--- config.mk ---
export PLATFORM = sky130hd
export DESIGN_NAME = keyword_scan_top
export DESIGN_NICKNAME = d
export VERILOG_FILES = /design/src/logic/scan_pkg.sv /design/src/logic/keyword_scan_top.sv /design/src/logic/scan_regs.sv /design/src/logic/match_accum.sv /design/src/logic/keyword_dfa.sv /design/src/logic/stream_context.sv
export SDC_FILE = /design/constraint.sdc
export NUM_CORES = 1
export LEC_CHECK = 0
export BUFFER_PORTS_ARGS = -buffer_cell sky130_fd_sc_hd__buf_4
export CAP_MARGIN = 20
export CORE_AREA = 2 2 129 257
export CTS_CLUSTER_DIAMETER = 50
export DETAILED_ROUTE_END_ITERATION = 10
export DIE_AREA = 0 0 131 259
export PLACE_DENSITY_LB_ADDON = 0.05
export SETUP_SLACK_MARGIN = 0.5
export SYNTH_ARGS = -nofsm -noshare
export SYNTH_HDL_FRONTEND = slang
export SYNTH_SLANG_ARGS = --single-unit
--- constraint.sdc ---
create_clock -name clk -period 2.96 [get_ports clk]
set_clock_uncertainty 0.05 [all_clocks]
set_input_delay 0 -clock clk [delete_from_list [all_inputs] [get_ports clk]]
set_output_delay 0 -clock clk [all_outputs]
set_load 0.02 [all_outputs]
--- src/logic/scan_pkg.sv ---
package scan_pkg;

  // Widths that carry a meaning
  typedef logic [7:0]  byte_t;
  typedef logic [5:0]  stream_id_t;
  // 0 is the start, 1..6 is the number of keyword characters matched
  typedef logic [2:0]  dfa_state_t;
  typedef logic [31:0] count_t;
  typedef logic [3:0]  apb_addr_t;
  typedef logic [31:0] apb_data_t;

  localparam int NUM_STREAMS = 64;
  localparam int KEYWORD_LEN = 6;
  // First character sits in the top byte
  localparam logic [8*KEYWORD_LEN-1:0] KEYWORD = "telnet";

  // APB register offsets
  localparam apb_addr_t REG_ENABLE_LO = 4'h0;
  localparam apb_addr_t REG_ENABLE_HI = 4'h4;
  localparam apb_addr_t REG_HIT_COUNT = 4'h8;
  localparam apb_addr_t REG_PKT_COUNT = 4'hC;

  // Byte input beat, one per cycle, no handshake
  typedef struct packed {
    logic       valid;
    logic       sop;
    logic       eop;
    // Only looked at on sop
    logic       new_stream;
    stream_id_t stream_id;
    byte_t      data;
  } byte_beat_t;

  // Stage 1 output
  typedef struct packed {
    logic       valid;
    logic       sop;
    logic       eop;
    logic       enable;
    stream_id_t stream_id;
    byte_t      data;
    // Meaningful only on sop
    dfa_state_t start_state;
  } ctx_beat_t;

  // Stage 2 output, state is the one after this byte
  typedef struct packed {
    logic       valid;
    logic       sop;
    logic       eop;
    logic       enable;
    stream_id_t stream_id;
    dfa_state_t state;
    logic       complete;
  } dfa_beat_t;

  // Final packet state going back to the context memory
  typedef struct packed {
    logic       valid;
    stream_id_t stream_id;
    dfa_state_t state;
  } writeback_t;

  typedef struct packed {
    logic      psel;
    logic      penable;
    logic      pwrite;
    apb_addr_t paddr;
    apb_data_t pwdata;
  } apb_req_t;

  typedef struct packed {
    apb_data_t prdata;
    logic      pready;
    logic      pslverr;
  } apb_rsp_t;

endpackage
--- src/logic/keyword_scan_top.sv ---
module keyword_scan_top (
  input  logic                  clk,
  input  logic                  rst_n,
  input  scan_pkg::byte_beat_t  beat_in,
  input  scan_pkg::apb_req_t    apb_req,
  output scan_pkg::apb_rsp_t    apb_rsp
);

  // Stage to stage beats
  scan_pkg::ctx_beat_t  ctx_beat;
  scan_pkg::dfa_beat_t  dfa_beat;
  // Loop back into the context memory
  scan_pkg::writeback_t writeback;

  // Packet end events for the counters
  logic pkt_done;
  logic pkt_hit;

  logic [scan_pkg::NUM_STREAMS-1:0] enable_mask;

  // Stage 1, context lookup
  stream_context i_stream_context (
    .clk         (clk),
    .rst_n       (rst_n),
    .beat_in     (beat_in),
    .enable_mask (enable_mask),
    .writeback   (writeback),
    .ctx_out     (ctx_beat)
  );

  // Stage 2, automaton step
  keyword_dfa i_keyword_dfa (
    .clk     (clk),
    .rst_n   (rst_n),
    .ctx_in  (ctx_beat),
    .dfa_out (dfa_beat)
  );

  // Stage 3, per-packet result
  match_accum i_match_accum (
    .clk       (clk),
    .rst_n     (rst_n),
    .dfa_in    (dfa_beat),
    .writeback (writeback),
    .pkt_done  (pkt_done),
    .pkt_hit   (pkt_hit)
  );

  // Configuration and counters
  scan_regs i_scan_regs (
    .clk         (clk),
    .rst_n       (rst_n),
    .apb_req     (apb_req),
    .apb_rsp     (apb_rsp),
    .pkt_done    (pkt_done),
    .pkt_hit     (pkt_hit),
    .enable_mask (enable_mask)
  );

endmodule

--- src/logic/scan_regs.sv ---
module scan_regs (
  input  logic                             clk,
  input  logic                             rst_n,
  input  scan_pkg::apb_req_t               apb_req,
  output scan_pkg::apb_rsp_t               apb_rsp,
  input  logic                             pkt_done,
  input  logic                             pkt_hit,
  output logic [scan_pkg::NUM_STREAMS-1:0] enable_mask
);

  scan_pkg::count_t hit_count;
  scan_pkg::count_t pkt_count;

  logic access;
  logic wr_en;
  logic addr_ok;

  // Access phase of an APB transfer
  assign access = apb_req.psel && apb_req.penable;
  assign wr_en  = access && apb_req.pwrite;

  always_comb
  begin
    case (apb_req.paddr)
      scan_pkg::REG_ENABLE_LO,
      scan_pkg::REG_ENABLE_HI,
      scan_pkg::REG_HIT_COUNT,
      scan_pkg::REG_PKT_COUNT: addr_ok = 1'b1;
      default:                 addr_ok = 1'b0;
    endcase
  end

  // Read mux
  always_comb
  begin
    case (apb_req.paddr)
      scan_pkg::REG_ENABLE_LO: apb_rsp.prdata = enable_mask[31:0];
      scan_pkg::REG_ENABLE_HI: apb_rsp.prdata = enable_mask[63:32];
      scan_pkg::REG_HIT_COUNT: apb_rsp.prdata = hit_count;
      scan_pkg::REG_PKT_COUNT: apb_rsp.prdata = pkt_count;
      default:                 apb_rsp.prdata = '0;
    endcase
  end

  // No wait states
  assign apb_rsp.pready  = 1'b1;
  assign apb_rsp.pslverr = access && !addr_ok;

  // Enable mask
  always_ff @(posedge clk)
  begin
    if (!rst_n)
    begin
      enable_mask <= '0;
    end
    else if (wr_en && apb_req.paddr == scan_pkg::REG_ENABLE_LO)
    begin
      enable_mask[31:0] <= apb_req.pwdata;
    end
    else if (wr_en && apb_req.paddr == scan_pkg::REG_ENABLE_HI)
    begin
      enable_mask[63:32] <= apb_req.pwdata;
    end
  end

  // Counters, a write clears and a same-cycle event still counts
  always_ff @(posedge clk)
  begin
    if (!rst_n)
    begin
      hit_count <= '0;
      pkt_count <= '0;
    end
    else
    begin
      if (wr_en && apb_req.paddr == scan_pkg::REG_HIT_COUNT)
      begin
        hit_count <= scan_pkg::count_t'(pkt_hit);
      end
      else if (pkt_hit)
      begin
        hit_count <= hit_count + scan_pkg::count_t'(1);
      end
      if (wr_en && apb_req.paddr == scan_pkg::REG_PKT_COUNT)
      begin
        pkt_count <= scan_pkg::count_t'(pkt_done);
      end
      else if (pkt_done)
      begin
        pkt_count <= pkt_count + scan_pkg::count_t'(1);
      end
    end
  end

endmodule

--- src/logic/match_accum.sv ---
module match_accum (
  input  logic                 clk,
  input  logic                 rst_n,
  input  scan_pkg::dfa_beat_t  dfa_in,
  output scan_pkg::writeback_t writeback,
  output logic                 pkt_done,
  output logic                 pkt_hit
);

  // Keyword seen somewhere in the packet so far
  logic hit_flag;
  logic hit_so_far;
  logic last_beat;

  // Flag starts fresh on sop, then this beat's completion is added
  assign hit_so_far = (hit_flag && !dfa_in.sop) || dfa_in.complete;
  assign last_beat  = dfa_in.valid && dfa_in.eop;

  always_ff @(posedge clk)
  begin
    if (!rst_n)
    begin
      hit_flag <= 1'b0;
    end
    else if (dfa_in.valid)
    begin
      hit_flag <= hit_so_far;
    end
  end

  // Packet end pulses and state writeback
  always_ff @(posedge clk)
  begin
    writeback.stream_id <= dfa_in.stream_id;
    writeback.state     <= dfa_in.state;
    if (!rst_n)
    begin
      writeback.valid <= 1'b0;
      pkt_done        <= 1'b0;
      pkt_hit         <= 1'b0;
    end
    else
    begin
      // Disabled packets leave the saved state untouched
      writeback.valid <= last_beat && dfa_in.enable;
      // Every packet end is counted
      pkt_done        <= last_beat;
      pkt_hit         <= last_beat && dfa_in.enable && hit_so_far;
    end
  end

endmodule

--- src/logic/keyword_dfa.sv ---
module keyword_dfa (
  input  logic                clk,
  input  logic                rst_n,
  input  scan_pkg::ctx_beat_t ctx_in,
  output scan_pkg::dfa_beat_t dfa_out
);

  // Last state of the packet being scanned
  scan_pkg::dfa_state_t run_state;
  scan_pkg::dfa_state_t cur_state;
  scan_pkg::dfa_state_t nxt_state;
  logic                 nxt_complete;

  // One step of the fixed keyword automaton
  function automatic scan_pkg::dfa_state_t dfa_step(
    input scan_pkg::dfa_state_t cur,
    input scan_pkg::byte_t      ch
  );
    scan_pkg::dfa_state_t eff;
    scan_pkg::byte_t      want;
    scan_pkg::byte_t      first;
    scan_pkg::dfa_state_t res;
    eff = cur;
    // A full match has "t" as its only border
    if (cur >= scan_pkg::dfa_state_t'(scan_pkg::KEYWORD_LEN))
    begin
      eff = 3'd1;
    end
    want  = scan_pkg::KEYWORD[8*(scan_pkg::KEYWORD_LEN-1-int'(eff)) +: 8];
    first = scan_pkg::KEYWORD[8*scan_pkg::KEYWORD_LEN-1 -: 8];
    if (ch == want)
    begin
      res = eff + 3'd1;
    end
    // No prefix of the keyword has a nonempty border short of the full word
    else if (ch == first)
    begin
      res = 3'd1;
    end
    else
    begin
      res = 3'd0;
    end
    return res;
  endfunction

  // sop resumes from the saved state, else continue the running one
  assign cur_state = ctx_in.sop ? ctx_in.start_state : run_state;
  assign nxt_state = dfa_step(cur_state, ctx_in.data);
  assign nxt_complete = (nxt_state == scan_pkg::dfa_state_t'(scan_pkg::KEYWORD_LEN));

  // Running state only moves on valid beats, idle cycles inside a packet hold it
  always_ff @(posedge clk)
  begin
    if (!rst_n)
    begin
      run_state <= '0;
    end
    else if (ctx_in.valid)
    begin
      run_state <= nxt_state;
    end
  end

  // Stage 2 register
  always_ff @(posedge clk)
  begin
    dfa_out.sop       <= ctx_in.sop;
    dfa_out.eop       <= ctx_in.eop;
    dfa_out.enable    <= ctx_in.enable;
    dfa_out.stream_id <= ctx_in.stream_id;
    dfa_out.state     <= nxt_state;
    dfa_out.complete  <= nxt_complete;
    if (!rst_n)
    begin
      dfa_out.valid <= 1'b0;
    end
    else
    begin
      dfa_out.valid <= ctx_in.valid;
    end
  end

endmodule

--- src/logic/stream_context.sv ---
module stream_context (
  input  logic                               clk,
  input  logic                               rst_n,
  input  scan_pkg::byte_beat_t               beat_in,
  input  logic [scan_pkg::NUM_STREAMS-1:0]   enable_mask,
  input  scan_pkg::writeback_t               writeback,
  output scan_pkg::ctx_beat_t                ctx_out
);

  // Saved automaton state per stream
  scan_pkg::dfa_state_t state_mem [scan_pkg::NUM_STREAMS];

  // Enable and stream of the packet in progress
  logic                 pkt_enable;
  scan_pkg::stream_id_t pkt_stream;

  // Values seen by the current beat
  logic                 beat_enable;
  scan_pkg::stream_id_t beat_stream;
  scan_pkg::dfa_state_t start_state;

  // On sop take the lookup, afterwards hold what sop found
  always_comb
  begin
    if (beat_in.sop)
    begin
      beat_enable = enable_mask[beat_in.stream_id];
      beat_stream = beat_in.stream_id;
    end
    else
    begin
      beat_enable = pkt_enable;
      beat_stream = pkt_stream;
    end
  end

  // New stream restarts the automaton, else resume where it stopped
  assign start_state = beat_in.new_stream ? '0 : state_mem[beat_in.stream_id];

  // State memory
  // Writeback lands at least one cycle before the next sop of that stream
  always_ff @(posedge clk)
  begin
    if (!rst_n)
    begin
      for (int i = 0; i < scan_pkg::NUM_STREAMS; i++)
      begin
        state_mem[i] <= '0;
      end
    end
    else if (writeback.valid)
    begin
      state_mem[writeback.stream_id] <= writeback.state;
    end
  end

  // Per-packet context, captured on sop
  always_ff @(posedge clk)
  begin
    if (!rst_n)
    begin
      pkt_enable <= 1'b0;
      pkt_stream <= '0;
    end
    else if (beat_in.valid && beat_in.sop)
    begin
      pkt_enable <= beat_enable;
      pkt_stream <= beat_stream;
    end
  end

  // Stage 1 register
  always_ff @(posedge clk)
  begin
    // Payload follows the input every cycle
    ctx_out.sop         <= beat_in.sop;
    ctx_out.eop         <= beat_in.eop;
    ctx_out.enable      <= beat_enable;
    ctx_out.stream_id   <= beat_stream;
    ctx_out.data        <= beat_in.data;
    ctx_out.start_state <= start_state;
    if (!rst_n)
    begin
      ctx_out.valid <= 1'b0;
    end
    else
    begin
      ctx_out.valid <= beat_in.valid;
    end
  end

endmodule

==> run metrics, run 1 <==
CTS H-tree depth=2; n_diodes=0; Via density=5.85; Synth-to-Final Area Change=16.1%; worst-path maximum fanout=6; Synth Cell Area=17400 um2; worst path cell trace=nor3b_4 -> or2_4 -> ha_4 -> or3_4 -> and4b_1 -> or4_4 -> and3_4 -> a32o_1; main combinational cell family by area after synthesis=simple AND/OR/NAND/NOR gates; clk sinks=378; Final Hold Fails=0; syn_nets=1665; routability cong.=0.833; final wirelength=44.6 mm; slowest cell on the critical path=or4_4; syn avg cell area=10.9 um2; Tmin final=2560 ps; final worst slack=396 ps; critical path arrival=2940 ps; WS Path Type=flop to flop; synthesis-stage register bit count=378; Post-DP Area=18400 um2; Max rail drop VDD=0.465 mV; clock power share=41.8%; post-synth cell types=59; number of global-route vias before repair=12800; run status=completed; post-synthesis adder-cell area fraction=0.288%; hold depth=2; initial antenna violation count=0; ys flop type=edfxtp_1; CP required=3340 ps; share of total power in combinational logic=6.3%; Layout Nets=1756; worst-margin pin slew=835 ps; DRT iter0 DRCs=787; buffers added on ports=91; Final ANT Viol Nets=0; Warnings, synthesis=0; CTS tree=built; design area=20200 um2; HP Class=input port to flop; Final Cycle Share=86.6%; mux cell area share after synthesis=11.4%; Final Non-Filler Cells=2147; Initial Util=54.4%; simple-gate share of the synthesized area=20.8%; Final Slew Violations=0; number of flops mapped to enable cells by yosys=192; sw frac=22.3%; die height=259 um; # IOs=93; share of layout cells above drive strength 1=17.8%; Switch Pwr=2.44 mW; drt wl/cell=20.8 um; RSZ-0062 raised after global routing=yes; gr ovfl total=0; Detailed Routing Iterations Pass 1=5; first-pass GRT wire length=68.9 mm; Worst setup EP type=flop; root buffer cell=clkbuf_16; die area=33900 um2; Pleak=8.12 nW; Post-Synth XOR/XNOR Area=2.87%; die width=131 um; clock insertion delay at the later pin of the skew report=540 ps; largest net degree at the start of global routing=74; P per Cell Area=543 nW/um2; routed via count=12600; Reg2Reg Depth=8; Fillers=2594; Int Power=8.53 mW; share of flip-flops with an asynchronous set or reset=0%; register share of total power=51.8%; placed cells=2023; maximum clock path buffer count=3; GRT Total Usage=26.8%; startpoint class of the critical path=flop; final setup TNS=0 ps; worst stage delay on the critical path=430 ps; reg-to-reg setup timing slack=400 ps; HP Start=beat_in[15]; row count=93; complex-gate fraction of the synthesized area=6.54%; Fin Hold WS=58.2 ps; DRC Markers=0; Place WS=290 ps; clk slew on worst S/H paths=60 ps; core box area=32000 um2; DPL Wire Length=30.2 mm; Min-Delay Endpoint=i_stream_context.ctx_out[18]; f_max=0.390 GHz; RR Endpoint=i_keyword_dfa.run_state[1]; sequential fraction of the synthesis area=54.5%; maxcap violations=0; TritonCTS buffer count=37; final setup fails=0; r2r startpoint=i_keyword_dfa.run_state[1]; Slew HR=44.3%; Mapped Cells=1602
==> worst max-delay path, delay by kind of cell, from the launching register on <==
family / cells / cell delay [ps]
simple gates: 6 / 1570
flops: 1 / 360
fa+ha+maj: 1 / 260
compound gates: 1 / 210
==> cell usage after synthesis, types with 3 or more instances <==
| cell | instances | area [um2] |
|---|---|---|
| clkbuf_1 | 108 | 405 |
| and3b_1 | 3 | 26.3 |
| o22ai_1 | 4 | 25.0 |
| a22oi_1 | 66 | 495 |
| a21oi_1 | 81 | 405 |
| and3_1 | 181 | 1130 |
| dfxtp_1 | 186 | 3720 |
| or3_1 | 9 | 56.3 |
| xnor2_1 | 16 | 140 |
| mux2_2 | 7 | 78.8 |
| and4_1 | 6 | 52.6 |
| nor2b_1 | 6 | 37.5 |
| buf_6 | 4 | 45.0 |
| nand3_1 | 25 | 125 |
| edfxtp_1 | 192 | 5770 |
| xor2_1 | 41 | 359 |
| buf_2 | 19 | 95.1 |
| o21ai_0 | 16 | 80.1 |
| mux2i_1 | 13 | 130 |
| and2_1 | 34 | 213 |
| nand2_1 | 320 | 1200 |
| nand2b_1 | 5 | 31.3 |
| a31oi_1 | 3 | 18.8 |
| mux4_2 | 74 | 1670 |
| buf_4 | 3 | 22.5 |
| nand4_1 | 17 | 106 |
| nor2_1 | 89 | 334 |
| inv_1 | 10 | 37.5 |
| mux4_1 | 4 | 105 |
| a311oi_1 | 3 | 26.3 |
| nand3b_1 | 4 | 30.0 |
| buf_1 | 4 | 15.0 |
| nor3_1 | 8 | 40.0 |
| nor3b_1 | 5 | 37.5 |
| ha_1 | 4 | 50.1 |
==> timing repair <==
item | CTS | global route
resized for setup | 7 | 3
endpoints found under the hold margin | 146 | 0
pin swaps | 2 | 4
hold buffers | 49 | 0
buffers inserted | 6 | 3
endpoints found under the setup margin | 7 | 9
==> cells by family after synthesis <==
logic type | Yosys count
adders and majority gates | 4
buffers and inverters | 150
muxes | 98
other | 1
xor gates and xnor gates | 57
and+or+nand+nor | 731
DFF | 378
AOI/OAI and AO/OA | 183
==> state kept, by name, indices dropped and copies added, names as in the netlist, 6 cells and up <==
name	count
i_match_accum.writeback	10
i_stream_context.state_mem	192
i_scan_regs.hit_count	32
i_keyword_dfa.dfa_out	14
i_stream_context.pkt_stream	6
i_scan_regs.enable_mask	64
i_stream_context.ctx_out	21
i_scan_regs.pkt_count	32
==> how the worst max path moves through the flow <==
stage	start	endpoint	slack, ps	depth (start not counted)
after CTS	i_stream_context.ctx_out[19]	i_keyword_dfa.run_state[1]	370	8
after floorplan	i_stream_context.ctx_out[19]	i_keyword_dfa.run_state[1]	370	9
final	i_keyword_dfa.run_state[1]	i_keyword_dfa.run_state[1]	400	8
after detailed placement	i_stream_context.ctx_out[19]	i_keyword_dfa.run_state[1]	290	9
after global placement	i_keyword_dfa.run_state[2]	i_keyword_dfa.run_state[1]	350	8
after global routing	i_stream_context.ctx_out[2]	i_keyword_dfa.run_state[1]	330	8
==> metal layers <==
layer / share of wire (%) / track usage (%) / up-vias
met5: 0 / 0 / -
met4: 5.5 / 13.9 / 0
met3: 3.6 / 2.99 / 133
met2: 56 / 51.9 / 341
met1: 34 / 27.4 / 6147
li1: - / - / 5947
==> through the flow <==
| stage | total power [mW] | util, % |
|---|---|---|
| floorplan | 6.19 | - |
| global placement | 6.41 | 57.6 |
| detailed placement | 6.43 | 57.6 |
| CTS | 11.0 | 63.0 |
| global route | 11.3 | 63.2 |
| finish | 11.0 | 63.2 |
==> power by group through the flow <==
stage               clock network (mW)  registers, mW  logic (mW)
finish                            4.59           5.69       0.694
global route                      4.87           5.70       0.743
CTS                               4.67           5.69       0.689
detailed placement                   0           5.81       0.623
global placement                     0           5.80       0.611
floorplan                            0           5.77       0.421
==> layout make-up <==
cell class                 instances  area, um2  share of cell area, %
sequential                       378       9500                   47.0
multi-input combinational       1074       7400                   36.6
timing repair buffer             190       1560                   7.73
clock buffer                      48       1050                   5.19
tap                              427        534                   2.64
clock inverter                    18        123                  0.607
inverter                          12       45.0                  0.223
==> cells in the final DEF (no fill, tap or decap), types with 6 or more instances in the layout <==
master | synthesis | layout
a21oi_1 | 81 | 81
a22oi_1 | 66 | 66
and2_1 | 34 | 35
and3_1 | 181 | 180
and4_1 | 6 | 6
buf_4 | 3 | 140
clkbuf_16 | 0 | 39
clkinv_2 | 0 | 8
dfxtp_1 | 186 | 181
dlygate4sd3_1 | 0 | 49
edfxtp_1 | 192 | 192
inv_1 | 10 | 10
mux2_2 | 7 | 7
mux2i_1 | 13 | 13
mux4_2 | 74 | 74
nand2_1 | 320 | 320
nand3_1 | 25 | 25
nand4_1 | 17 | 17
nor2_1 | 89 | 89
nor2b_1 | 6 | 6
o21ai_0 | 16 | 16
or3_1 | 9 | 8
xnor2_1 | 16 | 16
xor2_1 | 41 | 41
No activity file was read; power rests on OpenSTA's default activity.
==> inputs of run 2 (changes only) <==
- BUFFER_PORTS_ARGS: -buffer_cell sky130_fd_sc_hd__buf_4 -> default
- CORE_AREA: 2 2 129 257 -> 2 2 126 250
- DIE_AREA: 0 0 131 259 -> 0 0 128 252
- DONT_BUFFER_PORTS: default -> 1
==> run 2 against run 1 <==
Net effect: non-clock buffer count decreased by 80; cell count decreased by 6.6%; setup slack worse by 63 ps; clock-buffer cell count increased by 4; hold slack worse by 35 ps; die area is 4.9% lower; utilization up 1.7 points; sequential share of layout area rose by 1.6 points; via count down 2.4%; sequential power is essentially flat; maximum frequency down 2.4%; critical endpoint unchanged; largest cell class unchanged.
==> run metrics, run 2 (synthesized netlist as in run 1, its figures left out) <==
clk sinks=378 (unchanged); share of total power in combinational logic=5.5% (was 6.3%); met2 Use GR=54.2% (was 51.9%); TritonCTS buffer count=35 (was 37); largest registers=i_stream_context.state_mem: 192 flops, i_scan_regs.enable_mask: 64 flops (unchanged); Detailed Routing Iterations Pass 1=5 (unchanged); run status=completed (unchanged); M1 GR Usage=29.2% (was 27.4%); CTS H-tree depth=2 (unchanged); Worst setup EP type=flop (unchanged); worst stage delay on the critical path=380 ps (was 430 ps); HP Start=apb_req[37] (was beat_in[15]); slowest cell on the critical path=a311oi_2 (was or4_4); FF+latch area=9500 um2 (unchanged); P per Cell Area=550 nW/um2 (was 543 nW/um2); HP Class=input port to flop (unchanged); final setup TNS=0 ps (unchanged); initial antenna violation count=0 (unchanged); startpoint class of the critical path=flop (unchanged); Tmin final=2630 ps (was 2560 ps); DRC Markers=0 (unchanged); # IOs=93 (unchanged); GRT Total Usage=27.9% (was 26.8%); buffers added on ports=0 (was 91); Reg with most FFs=i_stream_context.state_mem (unchanged); maximum clock path buffer count=3 (unchanged); critical path arrival=2990 ps (was 2940 ps); clock power share=41.6% (was 41.8%); design area=19600 um2 (was 20200 um2); die width=128 um (was 131 um); worst-path maximum fanout=6 (unchanged); Final ANT Viol Nets=0 (unchanged); maxcap violations=0 (unchanged); Fin Hold WS=22.7 ps (was 58.2 ps); register share of total power=52.9% (was 51.8%); most frequent cells in the layout=nand2_1, edfxtp_1, dfxtp_1, and3_1, nor2_1 (was nand2_1, edfxtp_1, dfxtp_1, and3_1, buf_4); DRT iter0 DRCs=828 (was 787); DPL Wire Length=29.3 mm (was 30.2 mm); Fillers=2351 (was 2594); commonest non-fill, non-tap cell in the layout=nand2_1 (unchanged); root buffer cell=clkbuf_16 (unchanged); Reg2Reg Depth=9 (was 8); gr ovfl total=0 (unchanged); Switch Pwr=2.32 mW (was 2.44 mW); routed via count=12300 (was 12600); Pleak=7.66 nW (was 8.12 nW); CTS tree=built (unchanged); largest net degree at the start of global routing=75 (was 74); number of global-route vias before repair=12300 (was 12800); WS Path Type=flop to flop (unchanged); Synth-to-Final Area Change=12.4% (was 16.1%); sw frac=21.5% (was 22.3%); Int Power=8.44 mW (was 8.53 mW); RR Endpoint=i_keyword_dfa.run_state[1] (unchanged); worst-margin pin slew=1010 ps (was 835 ps); met3 Track Usage GR=3.77% (was 2.99%); final setup fails=0 (unchanged); Min-Delay Endpoint=i_scan_regs.hit_count[0] (was i_stream_context.ctx_out[18]); Final Hold Fails=0 (unchanged); hold depth=5 (was 2); RSZ-0062 raised after global routing=yes (unchanged); Layout Nets=1674 (was 1756); Initial Util=57.7% (was 54.4%); multi-input logic area=7410 um2 (was 7400 um2); r2r startpoint=i_stream_context.ctx_out[19] (was i_keyword_dfa.run_state[1]); CP required=3320 ps (was 3340 ps); Final Cycle Share=88.7% (was 86.6%); worst path cell trace=and3b_1 -> or2_4 -> ha_4 -> nor2_1 -> a311oi_2 -> mux2i_2 -> nor3_2 -> and3_4 -> a32o_1 (was nor3b_4 -> or2_4 -> ha_4 -> or3_4 -> and4b_1 -> or4_4 -> and3_4 -> a32o_1); core box area=30200 um2 (was 32000 um2); f_max=0.381 GHz (was 0.390 GHz); die area=32300 um2 (was 33900 um2); reg-to-reg setup timing slack=330 ps (was 400 ps); first-pass GRT wire length=68.7 mm (was 68.9 mm); Final Slew Violations=0 (unchanged); Max rail drop VDD=0.467 mV (was 0.465 mV); Via density=6.11 (was 5.85); share of layout cells above drive strength 1=12.7% (was 17.8%); clk slew on worst S/H paths=60 ps (about the same); Post-DP Area=17600 um2 (was 18400 um2); drt wl/cell=22.2 um (was 20.8 um); final wirelength=44.5 mm (was 44.6 mm); max FFs per register=192 (unchanged); Slew HR=32.4% (was 44.3%); row count=90 (was 93); Top Usage Layer GRT=met2 (unchanged); clock insertion delay at the later pin of the skew report=530 ps (was 540 ps); routability cong.=0.829 (was 0.833); die height=252 um (was 259 um)
==> run 2: final cells by class <==
type / instances / area share, %
antenna: 1 / 0.0128
multi-input combinational: 1074 / 37.9
clock inverter: 11 / 0.429
inverter: 12 / 0.230
clock buffer: 52 / 5.33
tap: 368 / 2.35
timing repair buffer: 110 / 5.21
sequential: 378 / 48.6
==> run 2: repair_timing <==
item / 4_1_cts / 5_1_grt
endpoints found under the setup margin: 7 / 7
hold buffers: 69 / 0
hold endpoints to repair: 335 / 0
pin swaps: 3 / 2
resized for setup: 8 / 6
gates cloned: 0 / 0
buffers inserted: 4 / 1
==> run 2: stage by stage <==
| stage | setup slack (ps) | utilization [%] | instances | power (mW) |
|---|---|---|---|---|
| after floorplan | 368 | - | 1602 | 6.19 |
| final | 333 | 64.8 | 2006 | 10.8 |
| after global routing | 263 | 64.8 | 2005 | 11.1 |
| after global placement | 338 | 58.4 | 1868 | 6.25 |
| after CTS | 371 | 64.7 | 2004 | 10.8 |
| after detailed placement | 294 | 58.4 | 1868 | 6.26 |
==> run 2: worst max path at each step <==
| stage | start | endpoint | slack (ps) | cells past startpoint |
|---|---|---|---|---|
| after detailed placement | i_keyword_dfa.run_state[2] | i_keyword_dfa.run_state[1] | 290 | 8 |
| after global routing | i_stream_context.ctx_out[19] | i_keyword_dfa.run_state[1] | 260 | 9 |
| after floorplan | i_stream_context.ctx_out[19] | i_keyword_dfa.run_state[1] | 370 | 9 |
| after global placement | i_keyword_dfa.run_state[2] | i_keyword_dfa.run_state[1] | 340 | 8 |
| after CTS | i_stream_context.ctx_out[19] | i_keyword_dfa.run_state[1] | 370 | 8 |
| final | i_stream_context.ctx_out[19] | i_keyword_dfa.run_state[1] | 330 | 9 |
==> run 2: critical path: cells and delay by family, from the launching register on <==
family / cells / cell delay (ps)
adders and majority gates: 1 / 300
DFF: 1 / 370
muxes: 1 / 350
AOI/OAI and AO/OA: 2 / 620
and+or+nand+nor: 5 / 820
==> run 2: layer usage <==
metal	part of all wire (%)	vias up
met5	0	-
met4	4.7	0
met3	4.1	110
met2	56	351
met1	35	6021
li1	-	5781
==> run 2: power groups by stage <==
stage	combinational (mW)	sequential, mW	clock (mW)
floorplan	0.421	5.77	0
global placement	0.445	5.80	0
detailed placement	0.455	5.80	0
CTS	0.587	5.69	4.54
global route	0.633	5.70	4.72
finish	0.594	5.69	4.47
==> inputs of run 3 (changes only) <==
- SETUP_SLACK_MARGIN: 0.5 -> default
==> run 3 against run 2 <==
Net effect: clock-buffer cell count increased by 4; clock power up 4%; first-iteration DRC count down 2.3%; via count grew 0.20%; sequential share of layout area decreased by 0.054 points; maximum frequency fell by 7.4%; die area unchanged; hold slack got worse by 2.2 ps; sequential power about the same; combinational power decreased by 2%; non-clock buffer count increased by 1; total power is 1.7% higher; critical path type unchanged; critical endpoint is now i_keyword_dfa.run_state[2]; largest cell class unchanged.
==> run metrics, run 3 (synthesized netlist as in run 1, its figures left out) <==
die area=32300 um2 (unchanged); DRC Markers=0 (unchanged); GRT Total Usage=28.2% (was 27.9%); r2r startpoint=i_stream_context.ctx_out[19] (unchanged); multi-input logic area=7350 um2 (was 7410 um2); root buffer cell=clkbuf_16 (unchanged); final setup TNS=0 ps (unchanged); largest net degree at the start of global routing=75 (unchanged); worst-margin pin slew=1030 ps (was 1010 ps); final worst slack=122 ps (was 333 ps); clk sinks=378 (unchanged); WS Path Type=flop to flop (unchanged); die height=252 um (unchanged); RSZ-0062 raised after global routing=no (was yes); HP Start=beat_in[10] (was apb_req[37]); initial antenna violation count=0 (unchanged); run status=completed (unchanged); CP required=3330 ps (was 3320 ps); clock insertion delay at the later pin of the skew report=530 ps (about the same); HP Class=input port to flop (unchanged); routability cong.=0.859 (was 0.829); Via density=6.12 (was 6.11); final wirelength=44.9 mm (was 44.5 mm); maximum clock path buffer count=3 (unchanged); clk slew on worst S/H paths=70 ps (was 60 ps); largest registers=i_stream_context.state_mem: 192 flops, i_scan_regs.enable_mask: 64 flops (unchanged); CTS H-tree depth=2 (unchanged); core box area=30200 um2 (unchanged); Post-DP Area=17600 um2 (about the same); Fillers=2379 (was 2351); Reg2Reg Depth=8 (was 9); f_max=0.352 GHz (was 0.381 GHz); Reg with most FFs=i_stream_context.state_mem (unchanged); most frequent cells in the layout=nand2_1, edfxtp_1, dfxtp_1, and3_1, nor2_1 (unchanged); n_diodes=0 (was 1); routed via count=12300 (about the same); Detailed Routing Iterations Pass 1=5 (unchanged); Final Slew Violations=0 (unchanged); CTS tree=built (unchanged); Pleak=7.71 nW (was 7.66 nW); DPL Wire Length=28.8 mm (was 29.3 mm); share of layout cells above drive strength 1=11.6% (was 12.7%); Slew HR=30.9% (was 32.4%); Final Util=64.8% (about the same); slowest cell on the critical path=or4_4 (was a311oi_2); FF+latch area=9490 um2 (was 9500 um2); P per Cell Area=559 nW/um2 (was 550 nW/um2); final setup fails=0 (unchanged); Initial Util=57.7% (unchanged); die width=128 um (unchanged); Max rail drop VDD=0.419 mV (was 0.467 mV); Final Cycle Share=95.9% (was 88.7%); # IOs=93 (unchanged); worst-path maximum fanout=9 (was 6); worst stage delay on the critical path=420 ps (was 380 ps); Layout Nets=1676 (was 1674); Min-Delay Endpoint=i_stream_context.ctx_out[1] (was i_scan_regs.hit_count[0]); setup repair bufs after CTS=0 (was 4); drt wl/cell=22.4 um (was 22.2 um); max FFs per register=192 (unchanged); worst path cell trace=and3b_1 -> or2_4 -> ha_1 -> or3_1 -> and4b_1 -> or4_4 -> and3_1 -> a32o_1 (was and3b_1 -> or2_4 -> ha_4 -> nor2_1 -> a311oi_2 -> mux2i_2 -> nor3_2 -> and3_4 -> a32o_1); TritonCTS buffer count=36 (was 35); design area=19600 um2 (about the same); Final Hold Fails=0 (unchanged); Tmin final=2840 ps (was 2630 ps); reg-to-reg setup timing slack=120 ps (was 330 ps); critical path arrival=3210 ps (was 2990 ps); commonest non-fill, non-tap cell in the layout=nand2_1 (unchanged); Synth-to-Final Area Change=12.4% (about the same); Place WS=113 ps (was 294 ps); RR Endpoint=i_keyword_dfa.run_state[2] (was i_keyword_dfa.run_state[1]); Final ANT Viol Nets=0 (unchanged); startpoint class of the critical path=flop (unchanged); hold depth=3 (was 5); maxcap violations=0 (unchanged); Worst setup EP type=flop (unchanged); gr ovfl total=0 (unchanged); Fin Hold WS=20.6 ps (was 22.7 ps); buffers added on ports=0 (unchanged); first-pass GRT wire length=69.1 mm (was 68.7 mm); DRT iter0 DRCs=809 (was 828); row count=90 (unchanged); number of global-route vias before repair=12600 (was 12300)
==> run 3: changes by cell type in the layout (fill, tap and decap cells not counted), sizes merged, moves of 2 or more <==
cell,previous run,this run
buf,42,37
clkbuf,52,56
clkinv,8,4
dlygate4sd3,68,74
inv,12,14
clkinvlp,2,0
==> run 3: metal layers <==
layer / vias to the layer above / wire (um) / track usage [%]
met5: - / 0 / 0
met4: 0 / 2200 / 14.6
met3: 119 / 2050 / 4.28
met2: 346 / 25100 / 53.9
met1: 6042 / 15500 / 29.1
li1: 5781 / - / -
==> run 3: how the worst max path moves through the flow <==
stage	startpoint	to	depth (start not counted)
2_1_floorplan	i_stream_context.ctx_out[19]	i_keyword_dfa.run_state[1]	9
3_3_place_gp	i_keyword_dfa.run_state[2]	i_keyword_dfa.run_state[1]	8
3_5_place_dp	i_stream_context.ctx_out[19]	i_keyword_dfa.run_state[1]	10
4_1_cts	i_stream_context.ctx_out[19]	i_keyword_dfa.run_state[1]	10
5_1_grt	i_stream_context.ctx_out[19]	i_keyword_dfa.run_state[2]	10
6_report	i_stream_context.ctx_out[19]	i_keyword_dfa.run_state[2]	8
==> run 3: report_power, final <==
| group | switching (mW) | total, mW | internal, mW |
|---|---|---|---|
| combinational | 0.315 | 0.585 | 0.270 |
| sequential | 0.0678 | 5.69 | 5.62 |
| clock | 1.97 | 4.67 | 2.70 |
| total | 2.35 | 10.9 | 8.59 |
==> run 3: timing repair <==
| item | in CTS | in global routing |
|---|---|---|
| endpoints found under the hold margin | 355 | 2 |
| hold buffers | 74 | 1 |
| resized for setup | 0 | 4 |
| setup endpoints to repair | 0 | 7 |
==> run 3: area by class of cell <==
type                    count  share of cell area, %
clock buffers              56                   5.51
flip-flops and latches    378                   48.5
clock inverters             8                  0.512
repair buffers            111                   5.31
inverters                  12                  0.230
multi-input cells        1074                   37.6
well taps                 368                   2.35
==> run 3: through the flow <==
stage,total power [mW],instances
after detailed placement,6.26,1868
after global routing,11.3,2007
after global placement,6.24,1868
after CTS,11.0,2006
final,10.9,2007
after floorplan,6.18,1602
==> run 3: worst max-delay path: cells and delay by family (launching register included) <==
family                     cells  cell delay, ps
adders and majority gates      1             290
DFF                            1             390
and+or+nand+nor                6            1750
AOI/OAI and AO/OA              1             250
